$ cat src/common/cpuIsaPkg.sv
`default_nettype none

package cpuIsaPkg;

    // --------------------------------------------------
    // field widths
    // --------------------------------------------------
    localparam int DATA_W     = 32;             // data and instruction word
    localparam int REG_ADDR_W = 5;
    localparam int IMM_W      = 16;
    localparam int OPCODE_W   = 6;
    localparam int FUNCT_W    = 6;
    localparam int REG_COUNT  = 2 ** REG_ADDR_W;

    // --------------------------------------------------
    // encodings
    // --------------------------------------------------
    typedef enum logic [OPCODE_W-1:0] {
        OP_RTYPE = 6'h00,
        OP_ADDIU = 6'h09,
        OP_LW    = 6'h23,
        OP_SW    = 6'h2B,
        OP_HALT  = 6'h3F                        // stops fetch, drains the pipe
    } opcodeE;

    // only meaningful with OP_RTYPE
    typedef enum logic [FUNCT_W-1:0] {
        FN_ADDU = 6'h21,
        FN_SUBU = 6'h23,
        FN_AND  = 6'h24,
        FN_OR   = 6'h25,
        FN_SLT  = 6'h2A
    } functE;

    // picked in decode, consumed in execute
    typedef enum logic [2:0] {
        ALU_ADD,
        ALU_SUB,
        ALU_AND,
        ALU_OR,
        ALU_SLT                                 // signed compare
    } aluOpE;

endpackage

`default_nettype wire

$ cat src/common/cpuPipePkg.sv
`default_nettype none

package cpuPipePkg;

    // --------------------------------------------------
    // memory sizes, both word addressed
    // --------------------------------------------------
    localparam int IMEM_WORDS  = 64;
    localparam int DMEM_WORDS  = 64;
    localparam int IMEM_ADDR_W = $clog2(IMEM_WORDS);
    localparam int DMEM_ADDR_W = $clog2(DMEM_WORDS);

    // operand source in execute
    typedef enum logic [1:0] {
        FWD_NONE,                               // register file value
        FWD_EXMEM,
        FWD_MEMWB
    } fwdSelE;

    // --------------------------------------------------
    // stage registers
    // --------------------------------------------------
    typedef struct packed {
        logic                           valid;
        logic [cpuIsaPkg::DATA_W-1:0]   instr;
    } ifIdT;

    typedef struct packed {
        logic                             valid;
        logic [cpuIsaPkg::REG_ADDR_W-1:0] rs;
        logic [cpuIsaPkg::REG_ADDR_W-1:0] rt;
        logic [cpuIsaPkg::REG_ADDR_W-1:0] dest;  // rd for R-type, rt otherwise
        logic [cpuIsaPkg::DATA_W-1:0]     opA;
        logic [cpuIsaPkg::DATA_W-1:0]     opB;
        logic [cpuIsaPkg::DATA_W-1:0]     imm;   // already sign extended
        cpuIsaPkg::aluOpE                 aluOp;
        logic                             useImm;
        logic                             memRead;
        logic                             memWrite;
        logic                             regWrite;
        logic                             halt;
    } idExT;

    typedef struct packed {
        logic                             valid;
        logic [cpuIsaPkg::DATA_W-1:0]     result;
        logic [cpuIsaPkg::DATA_W-1:0]     storeData;
        logic [cpuIsaPkg::REG_ADDR_W-1:0] dest;
        logic                             memRead;
        logic                             memWrite;
        logic                             regWrite;
        logic                             halt;
    } exMemT;

    // register file write, also the MEM/WB forward
    typedef struct packed {
        logic                             en;
        logic [cpuIsaPkg::REG_ADDR_W-1:0] dest;
        logic [cpuIsaPkg::DATA_W-1:0]     data;
    } wbWriteT;

endpackage

`default_nettype wire

$ cat src/design/memoryStage.sv
`default_nettype none

module memoryStage (
    input  wire                               clk,
    input  wire                               i_reset,
    input  wire cpuPipePkg::exMemT            i_exMem,
    input  wire                               i_dbgReq,
    input  wire [cpuPipePkg::DMEM_ADDR_W-1:0] i_dbgAddr,
    output logic                              o_dbgAck,
    output logic [cpuIsaPkg::DATA_W-1:0]      o_dbgData,
    output cpuPipePkg::wbWriteT               o_wb,
    output logic                              o_halted
);

    typedef enum logic [1:0] {
        DBG_IDLE,
        DBG_READ,                               // read data lands this cycle
        DBG_ACK                                 // hold until req drops
    } dbgStateE;

    logic [cpuIsaPkg::DATA_W-1:0]       dataMem [cpuPipePkg::DMEM_WORDS];
    logic [cpuPipePkg::DMEM_ADDR_W-1:0] memAddr;
    logic [cpuPipePkg::DMEM_ADDR_W-1:0] rdAddr;
    logic [cpuIsaPkg::DATA_W-1:0]       rdData;
    logic [cpuIsaPkg::DATA_W-1:0]       dbgDataQ;
    dbgStateE                           dbgState;
    logic                               haltedQ;

    // MEM/WB
    logic                               wbValid;
    logic                               wbRegWrite;
    logic                               wbMemRead;
    logic                               wbHalt;
    logic [cpuIsaPkg::REG_ADDR_W-1:0]   wbDest;
    logic [cpuIsaPkg::DATA_W-1:0]       wbResult;

    assign memAddr = i_exMem.result[cpuPipePkg::DMEM_ADDR_W+1:2];  // byte addr, drop 2 lsbs
    assign rdAddr  = haltedQ ? i_dbgAddr : memAddr;   // pipe is empty once halted

    // --------------------------------------------------
    // data memory
    // --------------------------------------------------
    always_ff @(posedge clk) begin
        if (i_exMem.valid && i_exMem.memWrite) begin
            dataMem[memAddr] <= i_exMem.storeData;
        end
        rdData <= dataMem[rdAddr];
    end

    always_ff @(posedge clk) begin
        wbRegWrite <= i_exMem.regWrite;
        wbMemRead  <= i_exMem.memRead;
        wbHalt     <= i_exMem.halt;
        wbDest     <= i_exMem.dest;
        wbResult   <= i_exMem.result;
        if (i_reset) wbValid <= 1'b0;
        else wbValid <= i_exMem.valid;
    end

    // write-back select
    assign o_wb = '{en:   wbValid & wbRegWrite,
                    dest: wbDest,
                    data: wbMemRead ? rdData : wbResult};

    always_ff @(posedge clk) begin
        if (i_reset) haltedQ <= 1'b0;
        else if (wbValid && wbHalt) haltedQ <= 1'b1;   // sticky until reset
    end

    // --------------------------------------------------
    // debug read, four-phase
    // --------------------------------------------------
    always_ff @(posedge clk) begin
        if (i_reset) begin
            dbgState <= DBG_IDLE;
        end else begin
            case (dbgState)
                DBG_IDLE: if (i_dbgReq && haltedQ) dbgState <= DBG_READ;
                DBG_READ: dbgState <= DBG_ACK;
                DBG_ACK:  if (!i_dbgReq) dbgState <= DBG_IDLE;
                default:  dbgState <= DBG_IDLE;
            endcase
        end
    end

    always_ff @(posedge clk) begin
        if (dbgState == DBG_READ) dbgDataQ <= rdData;
    end

    assign o_dbgAck  = dbgState == DBG_ACK;
    assign o_dbgData = dbgDataQ;
    assign o_halted  = haltedQ;

endmodule

`default_nettype wire

$ cat config.mk
export PLATFORM = sky130hd
export DESIGN_NAME = memoryStage
export DESIGN_NICKNAME = d
export VERILOG_FILES = /design/src/common/cpuIsaPkg.sv /design/src/common/cpuPipePkg.sv /design/src/design/memoryStage.sv
export SDC_FILE = /design/constraint.sdc
export NUM_CORES = 2
export LEC_CHECK = 0
export ABC_AREA = 1
export BUFFER_PORTS_ARGS = -buffer_cell sky130_fd_sc_hd__buf_2
export CORE_ASPECT_RATIO = 0.75
export CORE_MARGIN = 5
export CORE_UTILIZATION = 35
export CTS_BUF_LIST = sky130_fd_sc_hd__clkbuf_16
export CTS_CLUSTER_SIZE = 28
export DETAILED_ROUTE_END_ITERATION = 10
export GPL_TIMING_DRIVEN = 1
export PLACE_DENSITY_LB_ADDON = 0.1
export SLEW_MARGIN = 15
export SYNTH_ARGS = -nofsm -noshare
export SYNTH_HDL_FRONTEND = slang
export SYNTH_SLANG_ARGS = --single-unit
$ cat constraint.sdc
create_clock -name clk -period 3.8 [get_ports clk]
set_input_delay 0.38 -clock clk [delete_from_list [all_inputs] [get_ports clk]]
set_output_delay 0.38 -clock clk [all_outputs]
set_load 0.02 [all_outputs]
======== Yosys cells after proc, flatten, opt, wreduce, memory -nomap -nowiden ========
Memories as Yosys holds them, arrays and structs flattened. A register that Yosys moved wholly into a read port is not among the register bits.
Cells that the tools add are included.
word-level totals
  input port bits ......................... 83
  memories ................................ 1
  output and inout port bits .............. 72
  word-level logic and storage cells ...... 27
  register bits ........................... 76
  RAM bits ................................ 2048
cells by class
  multiplexer cells ....................... 7
  reductions and logical operators ........ 5
  eq/ne operators ......................... 4
  bitwise operators ....................... 1
memories
  memory   depth  bits a word  read ports  clocked after Yosys merged registers in  wr ports  RTL line           source
  dataMem  64     32           1           1                                        1         memoryStage.sv:21  logic [cpuIsaPkg::DATA_W-1:0] dataMem [cpuPipePkg::DMEM_WORDS];
operators by type and width
  kind                  count
  $mux W32              1
  $mux W6               1
  $pmux W2 S3           1
  $mux W2               2
  $ne A2 B2 Y1 const B  2
  $logic_and A1 B1 Y1   3
  $eq A2 B1 Y1 const B  1
  $eq A2 B2 Y1 const B  1
  $logic_not A2 Y1      1
  $mux W1               2
  $reduce_and A2 Y1     1
  $and A1 B1 Y1         1

======== Logic depth before layout (Yosys ltp) ========
  word-level depth ........................ 3
  gate-level depth with buffers ........... 13
  mapped depth without buffers ............ 11

======== Worst setup path after synthesis ========
No wires, ideal clock.
  path kind ............................... input -> register
  from .................................... input port i_exMem[73] in the netlist's numbering
  to ...................................... memory dataMem[0][0] in the netlist's numbering, enable pin
  arrival time ............................ 2223 ps
  library setup time ...................... 421 ps
  path slack .............................. 1156 ps
  data required time ...................... 3379 ps
  buffers on the path ..................... 0
  stages .................................. 4
  path through ............................ nand2_1 > inv_1 > nand4_1 > nor2_1
on the way
  word-level cells in the longest chain between the ends .. 3
ends and longest elaborated chain
  item                           RTL line           source
  start: declaration             memoryStage.sv:6   input wire cpuPipePkg::exMemT i_exMem,
  $logic_and A1 B1 Y1            memoryStage.sv:44  if (i_exMem.valid && i_exMem.memWrite) begin
  $mux W1                        memoryStage.sv:44
  $mux W1 (not written as such)  memoryStage.sv:45  dataMem[memAddr] <= i_exMem.storeData;
  end: declaration               memoryStage.sv:21
No other way between the ends.

======== Final worst setup path ========
  from .................................... register haltedQ, in the netlist o_halted
  to ...................................... register rdData[6] in the netlist's numbering (read register of dataMem)
on the way
  word-level cells in the longest chain between the ends .. 1
ends and longest elaborated chain
  item                      RTL line           source
  start: declaration        memoryStage.sv:27  logic haltedQ;
  start signal: assignment  memoryStage.sv:66  if (i_reset) haltedQ <= 1'b0;
  start signal: assignment  memoryStage.sv:67  else if (wbValid && wbHalt) haltedQ <= 1'b1;
  $mux W6                   memoryStage.sv:38  assign rdAddr = haltedQ ? i_dbgAddr : memAddr;
  end: declaration          memoryStage.sv:24  logic [cpuIsaPkg::DATA_W-1:0] rdData;
No other way between the ends.
A chain may end at the register's enable or synchronous reset.

==> reports/qor.log <==
qor: outcome.outcome completed
qor: timing.worst_max_slew_margin_expressed_relative_to_the_limit 17.76%
qor: grt.grt_start_max_net_pins 93
qor: clocking.cts_tree yes
qor: die.ios 155
qor: power.p_comb_share 9.6%
qor: grt.grt_antenna_before_repair 20
qor: power.net-switching-power 13.47 mW
qor: synthesis.post_synth_inst_count 8802
qor: synthesis.synth-edff-count 2080
qor: power.cell_pwr_density 494.6 mW/mm²
qor: route.wirelength 318.1 mm
qor: layout.mostFrequentLayoutCells 2128 x nand3_1, 2080 x edfxtp_1, 2019 x nand2_1
qor: power.p_seq_share 50.1%
qor: clocking.insertion_delay 0.89 ns
qor: route.drt_drc_violations_left 0
qor: layout.filler_instances 25230
qor: route.initial_detailed_routing_violation_count 6358
qor: timing.setup_repair_after_global_routing_missed_its_margin false
qor: power.power.share.switching 25.46%
qor: synthesis.synth_sequential_area_ratio 69.28%
qor: die.horizontal_die_dimension 603.2 µm
qor: clocking.clockRootBuffer clkbuf_16
qor: die.design.die.area 0.2744 mm²
qor: worst_hold_path.min_path_type input pin to flop
qor: timing.worstMarginPinSlew 1.234 ns
qor: timing.final.setup_skew 0.02490 ns
qor: timing.layout_worst_path_cycle_share 86.29%
qor: grt.grt_overflow_total 0
qor: clocking.cts-root-to-sink-buffers 4
qor: synthesis.ys_dominant_reg_cell edfxtp_1
qor: die.fp.coreArea 0.2629 mm²
qor: route.drt_pre_antenna_iters 6
qor: clocking.clock_sinks 2156
qor: die.rows 163
qor: layout.seq_area 0.06398 mm²
qor: setup_path.worstReg2RegEnd rdData[6]
qor: layout.design.final.nets 9149
qor: power.internal-power 39.42 mW
qor: setup_path.worst_r2r_path_depth 10
qor: power.design_power_total 52.89 mW
qor: layout.drive_gt1_share 9.526%
qor: grt.wire_length_of_the_first_global_routing_pass 454.5 mm
qor: synthesis.ys_async_sr_fraction 0%
qor: worst_hold_path.worstHoldStart i_exMem[22]
qor: power.static-leakage-power 44.90 nW
qor: place.place.gp.congestion 0.8138
qor: place.dp.final_hpwl 178.1 mm
qor: synthesis.postSynthRegisterBits 2156
qor: setup_path.reg2reg_from o_halted
qor: timing.report.final.hold_viol_count 0
qor: synthesis.yosysWarningCount 0
qor: setup_path.worstSetupStartpoint o_halted
qor: route.drt-wirelength-per-cell 25.02 µm
qor: power.vdd_drop_max 0.0003599 V
qor: synthesis.synth_cell_types 20
qor: setup_path.rrSetupSlack 0.52 ns
qor: setup_path.setup.worst_path.end_class flop
qor: layout.area_delta_synth_final 15.77%
qor: die.chipHeight 454.9 µm
qor: worst_hold_path.hold_path_depth 1
qor: synthesis.synth.cell_area 0.09236 mm²
qor: route.via_count 62960
qor: clocking.ctsHtreeMaxLevel 4
qor: die.initial_utilization 35.13%
qor: clocking.cts_inserted_buffers 230
qor: grt.number_of_global_route_vias_before_repair 60580
qor: synthesis.synthesis.nets 8885
qor: setup_path.critPathLaunchType flop
qor: power.clock_power_share 40.3%
qor: synthesis.synth.avg_cell_area 10.49 µm²
qor: timing.fin_setup_tns 0 ns
qor: setup_path.highest_net_fanout_along_the_worst_path 21
qor: run.cap_violations 0
qor: timing.setup_violations 0
qor: layout.post_layout_inst_area 0.1069 mm²
qor: setup_path.critPathArrivalTime 4.09 ns
qor: route.ant_nets 0
qor: place.portBuffers 154
qor: timing.finalMaxSlewViolations 0
qor: route.route.detailed.vias_per_inst 4.952
qor: setup_path.critPathKind flop to flop
qor: setup_path.worst-endpoint-required 4.61 ns
qor: timing.fmax 0.3050 GHz
qor: grt.grt_usage 22.79%
qor: layout.finish.utilization 40.67%
qor: clocking.clk_pin_slew_worst_paths 0.06 ns
qor: worst_hold_path.min_to dataMem[46][13]
qor: layout.most_frequent_standard_cell_in_the_layout_excluding_fill_and_tap_cells nand3_1
qor: layout.multi_input_area 0.01956 mm²
qor: timing.min_tclk_post_route 3.279 ns
qor: clocking.cts_post_setup_buffers_inserted 0
qor: place.placedInstanceArea 0.09955 mm²
[cell families (layout without fill, tap and decap cells)]
family | after synthesis | after routing | synth area share, %
and+or+nand+nor | 4230 | 4230 | 20.11
buffers and inverters | 2377 | 2813 | 10.17
DFF | 2156 | 2156 | 69.28
muxes | 32 | 32 | 0.3902
AOI/OAI and AO/OA | 7 | 7 | 0.05419
other | 0 | 11 | 0
[Yosys cell counts (2+ instances only)]
cell type | number | area share (%)
edfxtp_1 | 2080 | 68
nor2_1 | 69 | 0.28
buf_1 | 18 | 0.073
nand4_1 | 9 | 0.061
nand2_2 | 2 | 0.014
o21ai_0 | 2 | 0.011
inv_2 | 5 | 0.020
buf_2 | 350 | 1.9
clkbuf_1 | 92 | 0.37
nand3_1 | 2128 | 12
a21oi_1 | 2 | 0.011
mux2_2 | 32 | 0.39
nand2_1 | 2021 | 8.2
buf_4 | 8 | 0.065
dfxtp_1 | 76 | 1.6
inv_1 | 1904 | 7.7
[power groups by stage]
stage / clock network (mW) / logic, mW / registers, mW
3_5_place_dp: 0 / 5.09 / 27.0
2_1_floorplan: 0 / 2.67 / 26.8
3_3_place_gp: 0 / 5.10 / 27.0
5_1_grt: 22.8 / 5.52 / 26.5
4_1_cts: 21.8 / 5.14 / 26.5
6_report: 21.3 / 5.10 / 26.5
[critical path, stage by stage, from the launching register on]
cell,delay [ns]
dfxtp_1,0.40
buf_4,0.25
o21ai_4,0.78
buf_12,0.31
buf_4,0.33
nand3_1,0.13
nand3_1,0.08
nand3_1,0.18
nand3_1,0.21
nand3_1,0.26
nand2_1,0.24
[what timing repair did]
item,4_1_cts,5_1_grt
resized for setup,0,0
hold buffers,45,0
hold endpoints to repair,63,0
[metal layers]
layer  wire length, µm  share of wire, %  up-vias  track usage, %
li1                  -                 -    29190               -
met1            149600                47    31380           33.75
met2            142500                45     1972           35.73
met3             17730               5.6      413           2.603
met4              8235               2.6        2           5.922
met5                 7            0.0022        -               0
[sequential cells by signal, indices dropped and copies added (netlist names)]
name        cells
o_halted        1
wbRegWrite      1
rdData         32
wbDest          5
dbgState        2
o_dbgData      32
wbMemRead       1
wbHalt          1
dataMem      2048
wbResult       32
wbValid         1
[cell type report]
cell class              instances  share of cell area (%)
flip-flops and latches       2156                   59.84
diodes                         11                 0.02574
clock buffers                 233                   5.453
repair buffers                500                   4.627
multi-input cells            4269                   18.29
well taps                    3465                   4.055
clock inverters               171                  0.9947
inverters                    1909                   6.714
[per-stage QoR]
step                      cells  hold slack, ns  setup slack [ns]
final                     12710         0.06719            0.5208
after CTS                 12700         0.01878            0.4292
after detailed placement  12250          0.4434            0.3822
after global placement    12250          0.4220            0.4291
after floorplan            8802          0.4027             1.156
after global routing      12710         0.05356            0.4295
[worst max path at each step]
stage	end	slack (ns)	cells past startpoint
floorplan	dataMem[0][0]	1.16	4
global placement	rdData[6]	0.43	11
finish	rdData[6]	0.52	10
CTS	rdData[6]	0.43	10
global route	rdData[6]	0.43	10
detailed placement	rdData[6]	0.38	11
Power figures use the tool's default switching activity.
